**config.mk**
```make
export PLATFORM = sky130hd
export DESIGN_NAME = digital_clock_top
export DESIGN_NICKNAME = d
export VERILOG_FILES = /design/src/verilog/clock_pkg.sv /design/src/verilog/rate_divider.sv /design/src/verilog/button_debounce.sv /design/src/verilog/clock_control.sv /design/src/verilog/time_keeper.sv /design/src/verilog/alarm_buzzer.sv /design/src/verilog/seg_display.sv /design/src/verilog/digital_clock_top.sv
export SDC_FILE = /design/constraint.sdc
export NUM_CORES = 1
export LEC_CHECK = 0
export BUFFER_PORTS_ARGS = -buffer_cell sky130_fd_sc_hd__buf_2
export CAP_MARGIN = 15
export CORE_MARGIN = 2
export CORE_UTILIZATION = 50
export DETAILED_ROUTE_END_ITERATION = 10
export PLACE_DENSITY = 0.78
export SLEW_MARGIN = 15
export SYNTH_ARGS = -nofsm -noshare
export SYNTH_HDL_FRONTEND = slang
export SYNTH_SLANG_ARGS = --single-unit
```
**constraint.sdc**
```tcl
create_clock -name clk -period 7.1 [get_ports clk]
set_input_delay 1.065 -clock clk [delete_from_list [all_inputs] [get_ports clk]]
set_output_delay 1.065 -clock clk [all_outputs]
set_load 0.03 [all_outputs]
```
**src/verilog/clock_pkg.sv**
```systemverilog
// Shared types and constants for the digital clock
//   hms_t, mode_e, field_e, btn_t, edit_t, seg_t
//   Count limits, divider ratios, digit count, blank pattern
// Divider ratios are scaled down for simulation

package clock_pkg;

	// ---------------------------------------------------------------------
	// Types
	// ---------------------------------------------------------------------
	typedef struct packed {
		logic [5:0] hour;
		logic [5:0] min;
		logic [5:0] sec;
	} hms_t;

	typedef enum logic [1:0] {
		MODE_CLOCK = 2'd0,
		MODE_SETUP = 2'd1,
		MODE_ALARM = 2'd2
	} mode_e;

	typedef enum logic [1:0] {
		FIELD_SEC  = 2'd0,
		FIELD_MIN  = 2'd1,
		FIELD_HOUR = 2'd2
	} field_e;

	// Raw button levels or one-cycle press pulses
	typedef struct packed {
		logic mode;
		logic field;
		logic inc;
		logic alarm_en;
	} btn_t;

	// One-cycle increment pulses per field
	typedef struct packed {
		logic sec;
		logic min;
		logic hour;
	} edit_t;

	// Segments a..g, MSB first, active high
	typedef logic [6:0] seg_t;

	// ---------------------------------------------------------------------
	// Constants
	// ---------------------------------------------------------------------
	localparam logic [5:0] SEC_MAX  = 6'd59;
	localparam logic [5:0] HOUR_MAX = 6'd23;

	localparam int TICKS_PER_SEC  = 40;
	localparam int SCAN_TICKS     = 4;
	localparam int DEBOUNCE_TICKS = 6;
	// Half periods of the beep beat and of the tone
	localparam int BEEP_TICKS     = 16;
	localparam int TONE_TICKS     = 2;

	localparam int   NUM_DIGITS = 6;
	localparam seg_t SEG_BLANK  = 7'b000_0000;

endpackage

```
**src/verilog/rate_divider.sv**
```systemverilog
// Free-running modulo-DIVIDE counter
// Emits a one-cycle strobe each time the count wraps

`timescale 1ns/1ps

module rate_divider #(
	parameter int DIVIDE = 4
) (
	input  logic clk,
	input  logic rst_n,
	output logic o_tick
);

	localparam int CW = (DIVIDE > 1) ? $clog2(DIVIDE) : 1;

	logic [CW-1:0] cnt;

	// First strobe lands DIVIDE cycles out of reset
	always_ff @(posedge clk or negedge rst_n) begin
		if (rst_n == 1'b0) begin
			cnt    <= '0;
			o_tick <= 1'b0;
		end else if (cnt == CW'(DIVIDE - 1)) begin
			cnt    <= '0;
			o_tick <= 1'b1;
		end else begin
			cnt    <= cnt + 1'b1;
			o_tick <= 1'b0;
		end
	end

endmodule

```
**src/verilog/button_debounce.sv**
```systemverilog
// Push-button conditioning for one input
//   Two-flop synchronizer
//   Stability counter ahead of the debounced level
//   Rising-edge press pulse, one clk wide

`timescale 1ns/1ps

module button_debounce (
	input  logic clk,
	input  logic rst_n,
	input  logic i_btn,
	output logic o_press
);

	localparam int CW = $clog2(clock_pkg::DEBOUNCE_TICKS + 1);

	logic [1:0]    sync_q;
	logic          stable_q;
	logic [CW-1:0] cnt;

	always_ff @(posedge clk or negedge rst_n) begin
		if (rst_n == 1'b0) begin
			sync_q <= 2'b00;
		end else begin
			sync_q <= {sync_q[0], i_btn};
		end
	end

	// Level must differ for DEBOUNCE_TICKS samples in a row
	always_ff @(posedge clk or negedge rst_n) begin
		if (rst_n == 1'b0) begin
			cnt      <= '0;
			stable_q <= 1'b0;
			o_press  <= 1'b0;
		end else if (sync_q[1] == stable_q) begin
			cnt     <= '0;
			o_press <= 1'b0;
		end else if (cnt == CW'(clock_pkg::DEBOUNCE_TICKS - 1)) begin
			cnt      <= '0;
			stable_q <= sync_q[1];
			// Only the press, not the release, makes a pulse
			o_press  <= sync_q[1];
		end else begin
			cnt     <= cnt + 1'b1;
			o_press <= 1'b0;
		end
	end

endmodule

```
**src/verilog/clock_control.sv**
```systemverilog
// Front-panel control state
//   Mode and field selection, alarm enable toggle
//   Steering of increment presses to time or alarm fields

`timescale 1ns/1ps

module clock_control (
	input  logic              clk,
	input  logic              rst_n,
	input  clock_pkg::btn_t   i_press,
	output clock_pkg::mode_e  o_mode,
	output clock_pkg::field_e o_field,
	output logic              o_alarm_en,
	output logic              o_run,
	output clock_pkg::edit_t  o_time_edit,
	output clock_pkg::edit_t  o_alarm_edit
);

	clock_pkg::edit_t inc_sel;

	always_ff @(posedge clk or negedge rst_n) begin
		if (rst_n == 1'b0) begin
			o_mode     <= clock_pkg::MODE_CLOCK;
			o_field    <= clock_pkg::FIELD_SEC;
			o_alarm_en <= 1'b0;
		end else begin
			if (i_press.mode) begin
				case (o_mode)
					clock_pkg::MODE_CLOCK: o_mode <= clock_pkg::MODE_SETUP;
					clock_pkg::MODE_SETUP: o_mode <= clock_pkg::MODE_ALARM;
					default:               o_mode <= clock_pkg::MODE_CLOCK;
				endcase
			end
			if (i_press.field) begin
				case (o_field)
					clock_pkg::FIELD_SEC: o_field <= clock_pkg::FIELD_MIN;
					clock_pkg::FIELD_MIN: o_field <= clock_pkg::FIELD_HOUR;
					default:              o_field <= clock_pkg::FIELD_SEC;
				endcase
			end
			if (i_press.alarm_en) begin
				o_alarm_en <= ~o_alarm_en;
			end
		end
	end

	// Increment press onto the selected field
	always_comb begin
		inc_sel      = '0;
		inc_sel.sec  = i_press.inc && (o_field == clock_pkg::FIELD_SEC);
		inc_sel.min  = i_press.inc && (o_field == clock_pkg::FIELD_MIN);
		inc_sel.hour = i_press.inc && (o_field == clock_pkg::FIELD_HOUR);
	end

	assign o_time_edit  = (o_mode == clock_pkg::MODE_SETUP) ? inc_sel : '0;
	assign o_alarm_edit = (o_mode == clock_pkg::MODE_ALARM) ? inc_sel : '0;

	// Time is frozen only while it is being set
	assign o_run = (o_mode != clock_pkg::MODE_SETUP);

endmodule

```
**src/verilog/time_keeper.sv**
```systemverilog
// Time of day and alarm storage
//   Cascaded hour:minute:second counter with carry
//   Per-field edits with wrap and no carry
//   Alarm compare and latch
//   Display source select by mode

`timescale 1ns/1ps

module time_keeper (
	input  logic             clk,
	input  logic             rst_n,
	input  logic             i_sec_tick,
	input  logic             i_run,
	input  clock_pkg::mode_e i_mode,
	input  clock_pkg::edit_t i_time_edit,
	input  clock_pkg::edit_t i_alarm_edit,
	input  logic             i_alarm_en,
	output clock_pkg::hms_t  o_disp,
	output logic             o_alarm_on
);

	clock_pkg::hms_t time_q;
	clock_pkg::hms_t alarm_q;

	// Step one count, back to zero past max
	function automatic logic [5:0] step(input logic [5:0] value, input logic [5:0] max);
		return (value >= max) ? 6'd0 : value + 6'd1;
	endfunction

	// ---------------------------------------------------------------------
	// Running time
	// ---------------------------------------------------------------------
	always_ff @(posedge clk or negedge rst_n) begin
		if (rst_n == 1'b0) begin
			time_q <= '0;
		end else if (i_sec_tick && i_run) begin
			time_q.sec <= step(time_q.sec, clock_pkg::SEC_MAX);
			if (time_q.sec == clock_pkg::SEC_MAX) begin
				time_q.min <= step(time_q.min, clock_pkg::SEC_MAX);
				if (time_q.min == clock_pkg::SEC_MAX) begin
					time_q.hour <= step(time_q.hour, clock_pkg::HOUR_MAX);
				end
			end
		end else begin
			// Edits only arrive in SETUP, where the tick is held off
			if (i_time_edit.sec) begin
				time_q.sec <= step(time_q.sec, clock_pkg::SEC_MAX);
			end
			if (i_time_edit.min) begin
				time_q.min <= step(time_q.min, clock_pkg::SEC_MAX);
			end
			if (i_time_edit.hour) begin
				time_q.hour <= step(time_q.hour, clock_pkg::HOUR_MAX);
			end
		end
	end

	// ---------------------------------------------------------------------
	// Alarm setting and latch
	// ---------------------------------------------------------------------
	always_ff @(posedge clk or negedge rst_n) begin
		if (rst_n == 1'b0) begin
			alarm_q <= '0;
		end else begin
			if (i_alarm_edit.sec) begin
				alarm_q.sec <= step(alarm_q.sec, clock_pkg::SEC_MAX);
			end
			if (i_alarm_edit.min) begin
				alarm_q.min <= step(alarm_q.min, clock_pkg::SEC_MAX);
			end
			if (i_alarm_edit.hour) begin
				alarm_q.hour <= step(alarm_q.hour, clock_pkg::HOUR_MAX);
			end
		end
	end

	// Stays on after the match until the enable drops
	always_ff @(posedge clk or negedge rst_n) begin
		if (rst_n == 1'b0) begin
			o_alarm_on <= 1'b0;
		end else if (!i_alarm_en) begin
			o_alarm_on <= 1'b0;
		end else if (time_q == alarm_q) begin
			o_alarm_on <= 1'b1;
		end
	end

	assign o_disp = (i_mode == clock_pkg::MODE_ALARM) ? alarm_q : time_q;

endmodule

```
**src/verilog/alarm_buzzer.sv**
```systemverilog
// Beeping buzzer drive
//   Beat and tone square waves from two dividers
//   Both held low while the alarm is off

`timescale 1ns/1ps

module alarm_buzzer (
	input  logic clk,
	input  logic rst_n,
	input  logic i_alarm_on,
	output logic o_buzz
);

	logic beat_tick;
	logic tone_tick;
	logic beat_q;
	logic tone_q;

	rate_divider #(.DIVIDE(clock_pkg::BEEP_TICKS)) u_beat_div (
		.clk    (clk),
		.rst_n  (rst_n),
		.o_tick (beat_tick)
	);

	rate_divider #(.DIVIDE(clock_pkg::TONE_TICKS)) u_tone_div (
		.clk    (clk),
		.rst_n  (rst_n),
		.o_tick (tone_tick)
	);

	always_ff @(posedge clk or negedge rst_n) begin
		if (rst_n == 1'b0) begin
			beat_q <= 1'b0;
			tone_q <= 1'b0;
		end else if (!i_alarm_on) begin
			beat_q <= 1'b0;
			tone_q <= 1'b0;
		end else begin
			beat_q <= beat_q ^ beat_tick;
			tone_q <= tone_q ^ tone_tick;
		end
	end

	// Tone only during the on half of the beat
	assign o_buzz = beat_q & tone_q;

endmodule

```
**src/verilog/seg_display.sv**
```systemverilog
// Six-digit multiplexed seven-segment driver
//   Scan index stepped by a divider strobe
//   Tens/units split and segment decode of the current field
//   Registered segment, decimal point and active-low digit enable

`timescale 1ns/1ps

module seg_display (
	input  logic                             clk,
	input  logic                             rst_n,
	input  clock_pkg::hms_t                  i_disp,
	input  clock_pkg::mode_e                 i_mode,
	input  clock_pkg::field_e                i_field,
	output clock_pkg::seg_t                  o_seg,
	output logic                             o_seg_dp,
	output logic [clock_pkg::NUM_DIGITS-1:0] o_seg_enb
);

	logic            scan_tick;
	logic [2:0]      idx;
	logic            idx_valid;
	logic [5:0]      field_val;
	logic [3:0]      digit_val;

	function automatic clock_pkg::seg_t seg_decode(input logic [3:0] num);
		case (num)
			4'd0:    return 7'b111_1110;
			4'd1:    return 7'b011_0000;
			4'd2:    return 7'b110_1101;
			4'd3:    return 7'b111_1001;
			4'd4:    return 7'b011_0011;
			4'd5:    return 7'b101_1011;
			4'd6:    return 7'b101_1111;
			4'd7:    return 7'b111_0000;
			4'd8:    return 7'b111_1111;
			4'd9:    return 7'b111_0011;
			default: return clock_pkg::SEG_BLANK;
		endcase
	endfunction

	rate_divider #(.DIVIDE(clock_pkg::SCAN_TICKS)) u_scan_div (
		.clk    (clk),
		.rst_n  (rst_n),
		.o_tick (scan_tick)
	);

	// Index 7 out of reset means no digit yet, first strobe moves to 0
	always_ff @(posedge clk or negedge rst_n) begin
		if (rst_n == 1'b0) begin
			idx <= 3'd7;
		end else if (scan_tick) begin
			idx <= (idx >= 3'(clock_pkg::NUM_DIGITS - 1)) ? 3'd0 : idx + 3'd1;
		end
	end

	assign idx_valid = (idx < 3'(clock_pkg::NUM_DIGITS));

	// Digit pairs: 0/1 seconds, 2/3 minutes, 4/5 hours, odd digit is tens
	always_comb begin
		case (idx[2:1])
			2'd0:    field_val = i_disp.sec;
			2'd1:    field_val = i_disp.min;
			default: field_val = i_disp.hour;
		endcase
		digit_val = idx[0] ? 4'(field_val / 6'd10) : 4'(field_val % 6'd10);
	end

	// ---------------------------------------------------------------------
	// Output registers
	// ---------------------------------------------------------------------
	always_ff @(posedge clk or negedge rst_n) begin
		if (rst_n == 1'b0) begin
			o_seg     <= clock_pkg::SEG_BLANK;
			o_seg_dp  <= 1'b0;
			o_seg_enb <= '1;
		end else if (idx_valid) begin
			o_seg     <= seg_decode(digit_val);
			o_seg_dp  <= (i_mode != clock_pkg::MODE_CLOCK) && (idx[2:1] == 2'(i_field));
			o_seg_enb <= ~(clock_pkg::NUM_DIGITS'(1) << idx);
		end else begin
			o_seg     <= clock_pkg::SEG_BLANK;
			o_seg_dp  <= 1'b0;
			o_seg_enb <= '1;
		end
	end

endmodule

```
**src/verilog/digital_clock_top.sv**
```systemverilog
// Digital clock with alarm, top level
//   Button debouncers, seconds divider, control FSM,
//   time keeper, buzzer and display driver

`timescale 1ns/1ps

module digital_clock_top (
	input  logic                             clk,
	input  logic                             rst_n,
	input  clock_pkg::btn_t                  i_btn,
	output clock_pkg::seg_t                  o_seg,
	output logic                             o_seg_dp,
	output logic [clock_pkg::NUM_DIGITS-1:0] o_seg_enb,
	output logic                             o_alarm,
	output logic                             o_buzz
);

	clock_pkg::btn_t   press;
	logic              sec_tick;
	clock_pkg::mode_e  mode;
	clock_pkg::field_e field;
	logic              alarm_en;
	logic              run;
	clock_pkg::edit_t  time_edit;
	clock_pkg::edit_t  alarm_edit;
	clock_pkg::hms_t   disp;

	// One debouncer per button bit
	for (genvar i = 0; i < $bits(clock_pkg::btn_t); i++) begin : g_btn
		button_debounce u_debounce (
			.clk     (clk),
			.rst_n   (rst_n),
			.i_btn   (i_btn[i]),
			.o_press (press[i])
		);
	end

	rate_divider #(.DIVIDE(clock_pkg::TICKS_PER_SEC)) u_sec_div (
		.clk    (clk),
		.rst_n  (rst_n),
		.o_tick (sec_tick)
	);

	clock_control u_control (
		.clk          (clk),
		.rst_n        (rst_n),
		.i_press      (press),
		.o_mode       (mode),
		.o_field      (field),
		.o_alarm_en   (alarm_en),
		.o_run        (run),
		.o_time_edit  (time_edit),
		.o_alarm_edit (alarm_edit)
	);

	time_keeper u_time (
		.clk          (clk),
		.rst_n        (rst_n),
		.i_sec_tick   (sec_tick),
		.i_run        (run),
		.i_mode       (mode),
		.i_time_edit  (time_edit),
		.i_alarm_edit (alarm_edit),
		.i_alarm_en   (alarm_en),
		.o_disp       (disp),
		.o_alarm_on   (o_alarm)
	);

	alarm_buzzer u_buzzer (
		.clk        (clk),
		.rst_n      (rst_n),
		.i_alarm_on (o_alarm),
		.o_buzz     (o_buzz)
	);

	seg_display u_display (
		.clk       (clk),
		.rst_n     (rst_n),
		.i_disp    (disp),
		.i_mode    (mode),
		.i_field   (field),
		.o_seg     (o_seg),
		.o_seg_dp  (o_seg_dp),
		.o_seg_enb (o_seg_enb)
	);

endmodule

```
; Word level (Yosys, flattened, before mapping)
; Memories as Yosys holds them, arrays and structs flattened.
; Cells that the tools add are included.
; Widths: inputs -> output; s select.
[word_totals]
ff_bits = 106
rom_bits = 112
memories = 1
[classes]
addsub = 15
div = 2
magnitude_cmp = 8
eq_ne = 24
shift = 1
n_mux = 51
n_bitwise = 9
n_reduce_logical = 18
[mem_list]
columns = name, words, word_bits, rd, rd_ports_with_merged_regs, wr, line_no
row1 = (no name shown), 16, 7, 1, 0, 0, seg_display.sv:26  ; case (num)
[ops]
columns = cell, n
row1 = $mux 6, 12
row2 = $add 6x1->6 const B, 7
row3 = $mux 18, 2
row4 = $mux 3, 11
row5 = $ge 6x6->1 const B, 4
row6 = $eq 18x18->1, 1
row7 = $eq 6x6->1 const B, 3
row8 = $mux 1, 18
row9 = $add 3x1->3 const B, 5
row10 = $eq 3x3->1 const B, 4
row11 = $ge 6x5->1 const B, 2
row12 = $mux 12, 1
row13 = $pmux 6 s2, 1
row14 = $reduce_and 2->1, 5
row15 = $mux 4, 2
row16 = $pmux 2 s2, 2
row17 = $reduce_bool 2->1, 4
row18 = $mux 7, 1
row19 = $div 6x4->6 const B, 1
row20 = $eq 2x1->1 const B, 3
row21 = $eq 2x2->1 const B, 3
row22 = $logic_not 2->1, 3
row23 = $mod 6x4->6 const B, 1
row24 = $not 6->6, 1
row25 = other kinds (17), 31

; Longest topological paths before layout
; An unclocked memory read counts as a cell.
[logic_depth]
depth_word = 7
depth_mapped = 14
mapped_depth_nobuf = 12

; Modules after synthesis
; A second synthesis with hierarchy kept.
[hier_totals]
cells_unflattened = 555
hier_area_um2 = 5799.3
[by_module_without_submodules]
columns = module, n_inst, cells_each, area_each_um2, seq_area_each_um2
row1 = time_keeper, 1, 251, 2364.8, 925.9
row2 = seg_display, 1, 156, 1466.4, 436.7
row3 = button_debounce, 4, 18, 252.7, 175.2
row4 = rate_divider at u_sec_div, 1, 22, 280.3, 175.2
row5 = clock_control, 1, 25, 250.2, 125.1
row6 = rate_divider at u_buzzer.u_beat_div, 1, 14, 193.9, 125.1
row7 = rate_divider at u_display.u_scan_div, 1, 5, 91.3, 75.1
row8 = alarm_buzzer, 1, 7, 87.6, 50.0
row9 = rate_divider at u_buzzer.u_tone_div, 1, 3, 53.8, 50.0

; Worst setup path before layout
; No wires, ideal clock.
[synth_path]
kind = reg-to-reg
from = register u_display.idx[1]
to = register u_display.o_seg[6]
setup_time_ns = 0.082
arrival_ns = 3.130
setup_slack_ns = 3.887
stages_incl_launch_ff = 14
n_path_buf = 1
cell_sequence = dfstp_2 buf_2 inv_1 nor2_1 a221o_1 nand3_2 and3_2 a211oi_1 ha_1 xor2_1 o221ai_2 o311ai_2 or3_4 o22ai_1
[synth_via]
elab_chain_cells = 6
word_cells_on_any_way = 9
cone_classes = div (2) / order compare (1) / eq/ne (1) / mux (3) / reduce/logical (1) / memory (1)
[synth_rtl]
columns = item, line_no
row1 = from (decl), seg_display.sv:20  ; logic [2:0] idx;
row2 = from (signal assigned), seg_display.sv:52  ; idx <= (idx >= 3'(clock_pkg::NUM_DIGITS - 1)) ? 3'd0 : idx + 3'd1;
row3 = $eq 2x1->1 / $logic_not 2->1 (equally long branches), seg_display.sv:60  ; case (idx[2:1])
row4 = $pmux 6 s2, seg_display.sv:60
row5 = $mod 6x4->6 / $div 6x4->6 (equally long branches), seg_display.sv:65  ; digit_val = idx[0] ? 4'(field_val / 6'd10) : 4'(field_val % 6'd10);
row6 = $mux 4, seg_display.sv:65
row7 = $mem_v2 16x7, n/a
row8 = $mux 7 *, seg_display.sv:76  ; end else if (idx_valid) begin
row9 = to (signal assigned), seg_display.sv:73  ; o_seg <= clock_pkg::SEG_BLANK;
row10 = to (signal assigned), seg_display.sv:77  ; o_seg <= seg_decode(digit_val);
row11 = to (signal assigned), seg_display.sv:81  ; o_seg <= clock_pkg::SEG_BLANK;
row12 = to (decl), seg_display.sv:14  ; output clock_pkg::seg_t o_seg,
; Every way passes the cells marked *; elsewhere a longest branch is shown, timed or not.
; A chain may end at the register's enable or synchronous reset.

; Worst setup path after layout
[layout_path]
from = register u_display.idx[2]
to = register u_display.o_seg[1]
; The elaborated chain is that of the path after synthesis.

==> impl_metrics.tcl <==
set metrics [dict create \
    status "finished, final reports clean" \
    ys_warn_count 0 \
    clockBufferDepth 2 \
    die-area_um2 11900 \
    synth_cell_types 71 \
    vdd_drop_max_uv 154 \
    r2r_setup_slack_ps 3270 \
    wl_um 10400 \
    io_buffer_count 21 \
    yosysSeqAreaShare_pct 48.2 \
    p_per_area_nw_per_um2 218 \
    syn_inst 547 \
    slew_headroom_pct 41.3 \
    final_nets 586 \
    cts_resized 0 \
    synthesis.nets 573 \
    fillers 917 \
    ff_latch_area_um2 2660 \
    dr_total_vias 4083 \
    viasPerCell 5.79 \
    rsz0062_at_grt "false" \
    cts_sinks 106 \
    start_util_pct 51.2 \
    synth_area_um2 5530 \
    multi_input_area_um2 2690 \
    worstPathMaxFanout 16 \
    htreeDepth 3 \
    drtPass1Iterations 5 \
    diodes 0 \
    clock_tree.root_cell "clkbuf_8" \
    leakagePower_nw 2.65 \
    tns_ps 0 \
    drc 0 \
    worst_r2r_path_depth 12 \
    arrival_ps 4110 \
    setup.worst_path.start_class "flip-flop" \
    num_rows 38 \
    min_period_ps 3830 \
    syn_area_per_cell_um2 10.1 \
    hold_buffers 0 \
    fp.dieH_um 109 \
    area_delta_synth_final_pct 6.79 \
    fp.coreArea_um2 10800 \
    holdCritPathClass "reg2reg" \
    hold_depth 0 \
    dieWidth_um 109 \
    grt_pass1_vias 3966 \
    synth.area.top_cells "dfrtp_1 44%, ha_1 4.5%, dfstp_2 4.3%" \
    hold_path_end "g_btn[1].u_debounce.sync_q[1]$_DFF_PN0_" \
    fmax_mhz 261 \
    slew_viol_final 0 \
    placedCellCount 689 \
    hpwl_um 7560 \
    cts_tree "built" \
    r2r-start "u_display.idx[2]$_DFFE_PN1P_" \
    synth_ff_type "dfrtp_1" \
    hold_start "g_btn[1].u_debounce.sync_q[0]$_DFF_PN0_" \
    antenna_found_initial 0 \
    drt.antenna.violating_nets 0 \
    gp_congestion 0.865 \
    worst_slew_pin_slew_ps 879 \
    crit_type "reg2reg" \
    cp.required_ps 7380 \
    r2r_end "u_display.o_seg[1]$_DFF_PN0_" \
    asyncSetResetFlopFracSynth_pct 100 \
    synth-seq-cells 106 \
    yosys.area.top_type "dfrtp_1" \
    gr-usage-all-layers_pct 19.2 \
    drt_iter0_drc 240 \
    setup_violations 0 \
    num_io_pins 22 \
    fin_area_um2 5900 \
    final_cell_mix "97 x dfrtp_1, 56 x nor2_1, 50 x nand2_1" \
    grt_pass1_wl_um 18100 \
    placed_cell_area_um2 5700 \
    crit_path_end_kind "flip-flop" \
    fin_skew_ps 20.0 \
    clk_pin_slew_ps 120 \
    grt_max_degree 55 \
    drive_gt1_share_pct 14.0 \
    cts_made_buffers 9 \
    synth-edff-count 0 \
    hold_violations 0 \
    maxCapViolations 0 \
    gr-total-overflow 0 \
    total_power_mw 1.29 \
    final_common_cell "dfrtp_1" \
    clk_latency_ps 390 \
    final_cells 705 \
    period_share_pct 54.0 \
    synth_top_area_share_pct 43.9 \
    avgRoutedWirePerCell_um 14.8 \
    cts_setup_buffers 0 \
]
==> per-stage QoR <==
step | worst slack (ps) | hold slack, ps | util [%]
after CTS | 3300 | 361 | 54.7
after floorplan | 3890 | 331 | -
after global placement | 3610 | 332 | 52.9
after global routing | 2950 | 365 | 54.7
final | 3270 | 350 | 54.7
after detailed placement | 3330 | 335 | 52.9
==> power by group <==
group	internal [mW]	total (mW)	leakage, nW	switching, mW
clock network	0.138	0.361	0.101	0.222
logic	0.0962	0.219	1.19	0.123
registers	0.655	0.709	1.36	0.0543
total	0.890	1.29	2.65	0.399
==> state kept, by name, indices dropped and copies added (netlist names), 2 cells and up <==
name / cells
u_display.o_seg_enb: 6
g_btn.u_debounce.o_press: 4
u_control.o_field: 2
u_buzzer.u_beat_div.cnt: 4
u_display.o_seg: 7
g_btn.u_debounce.sync_q: 8
u_time.time_q: 18
u_display.u_scan_div.cnt: 2
g_btn.u_debounce.cnt: 12
u_sec_div.cnt: 6
u_display.idx: 3
u_control.o_mode: 2
g_btn.u_debounce.stable_q: 4
u_time.alarm_q: 18
==> worst max path at each step <==
stage	from	end
3_5_place_dp	u_display.idx[2]$_DFFE_PN1P_	u_display.o_seg[6]$_DFF_PN0_
6_report	u_display.idx[2]$_DFFE_PN1P_	u_display.o_seg[1]$_DFF_PN0_
2_1_floorplan	u_display.idx[1]$_DFFE_PN1P_	u_display.o_seg[6]$_DFF_PN0_
3_3_place_gp	u_display.idx[2]$_DFFE_PN1P_	u_display.o_seg[6]$_DFF_PN0_
4_1_cts	u_display.idx[2]$_DFFE_PN1P_	u_display.o_seg[1]$_DFF_PN0_
5_1_grt	u_control.o_mode[0]$_DFFE_PN0P_	u_display.o_seg[1]$_DFF_PN0_
==> metal layers <==
metal	routed length, µm	up-vias	share of wire, %	track usage [%]
li1	-	1975	-	-
met1	4730	2014	45	24.4
met2	5190	72	50	32.7
met3	334	22	3.2	3.65
met4	192	0	1.8	6.68
met5	0	-	0	0
==> critical path, cell delays in order, from the launching register on <==
cell and delay, ps:
dfstp_2 750, nand2b_1 190, a211oi_1 70, a211oi_2 710
nor3_2 150, and3_2 270, a211oi_1 280, ha_1 300
xor2_1 110, o221ai_2 180, o311ai_2 180, or3_4 420
o32ai_1 140
==> logic make-up (layout without fill, tap and decap cells) <==
group	Yosys count	in the layout	synth area share (%)
AOI/OAI and AO/OA	132	132	16.7
xor gates and xnor gates	32	32	5.07
adders and majority gates	20	20	4.53
buffers and inverters	37	55	3.19
DFF	106	106	48.2
muxes	22	22	4.55
and+or+nand+nor	198	198	17.7
==> area by class of cell <==
class                           count  area share [%]
Inverter                           17            1.08
Sequential cell                   106            45.1
Timing Repair Buffer               22            1.95
Clock buffer                        9            2.10
Multi-Input combinational cell    404            45.5
Clock inverter                      7            1.25
Tap cell                          140            2.97
==> cell usage after synthesis, drive strengths merged, types with 10 or more instances <==
cell type,n
nor3,15
buf,10
a21oi,24
ha,20
dfrtp,97
clkbuf,10
xor2,23
o21ai,43
nand2,50
inv,16
mux2,12
nand3,21
nor2,57
Power figures use the tool's default switching activity.
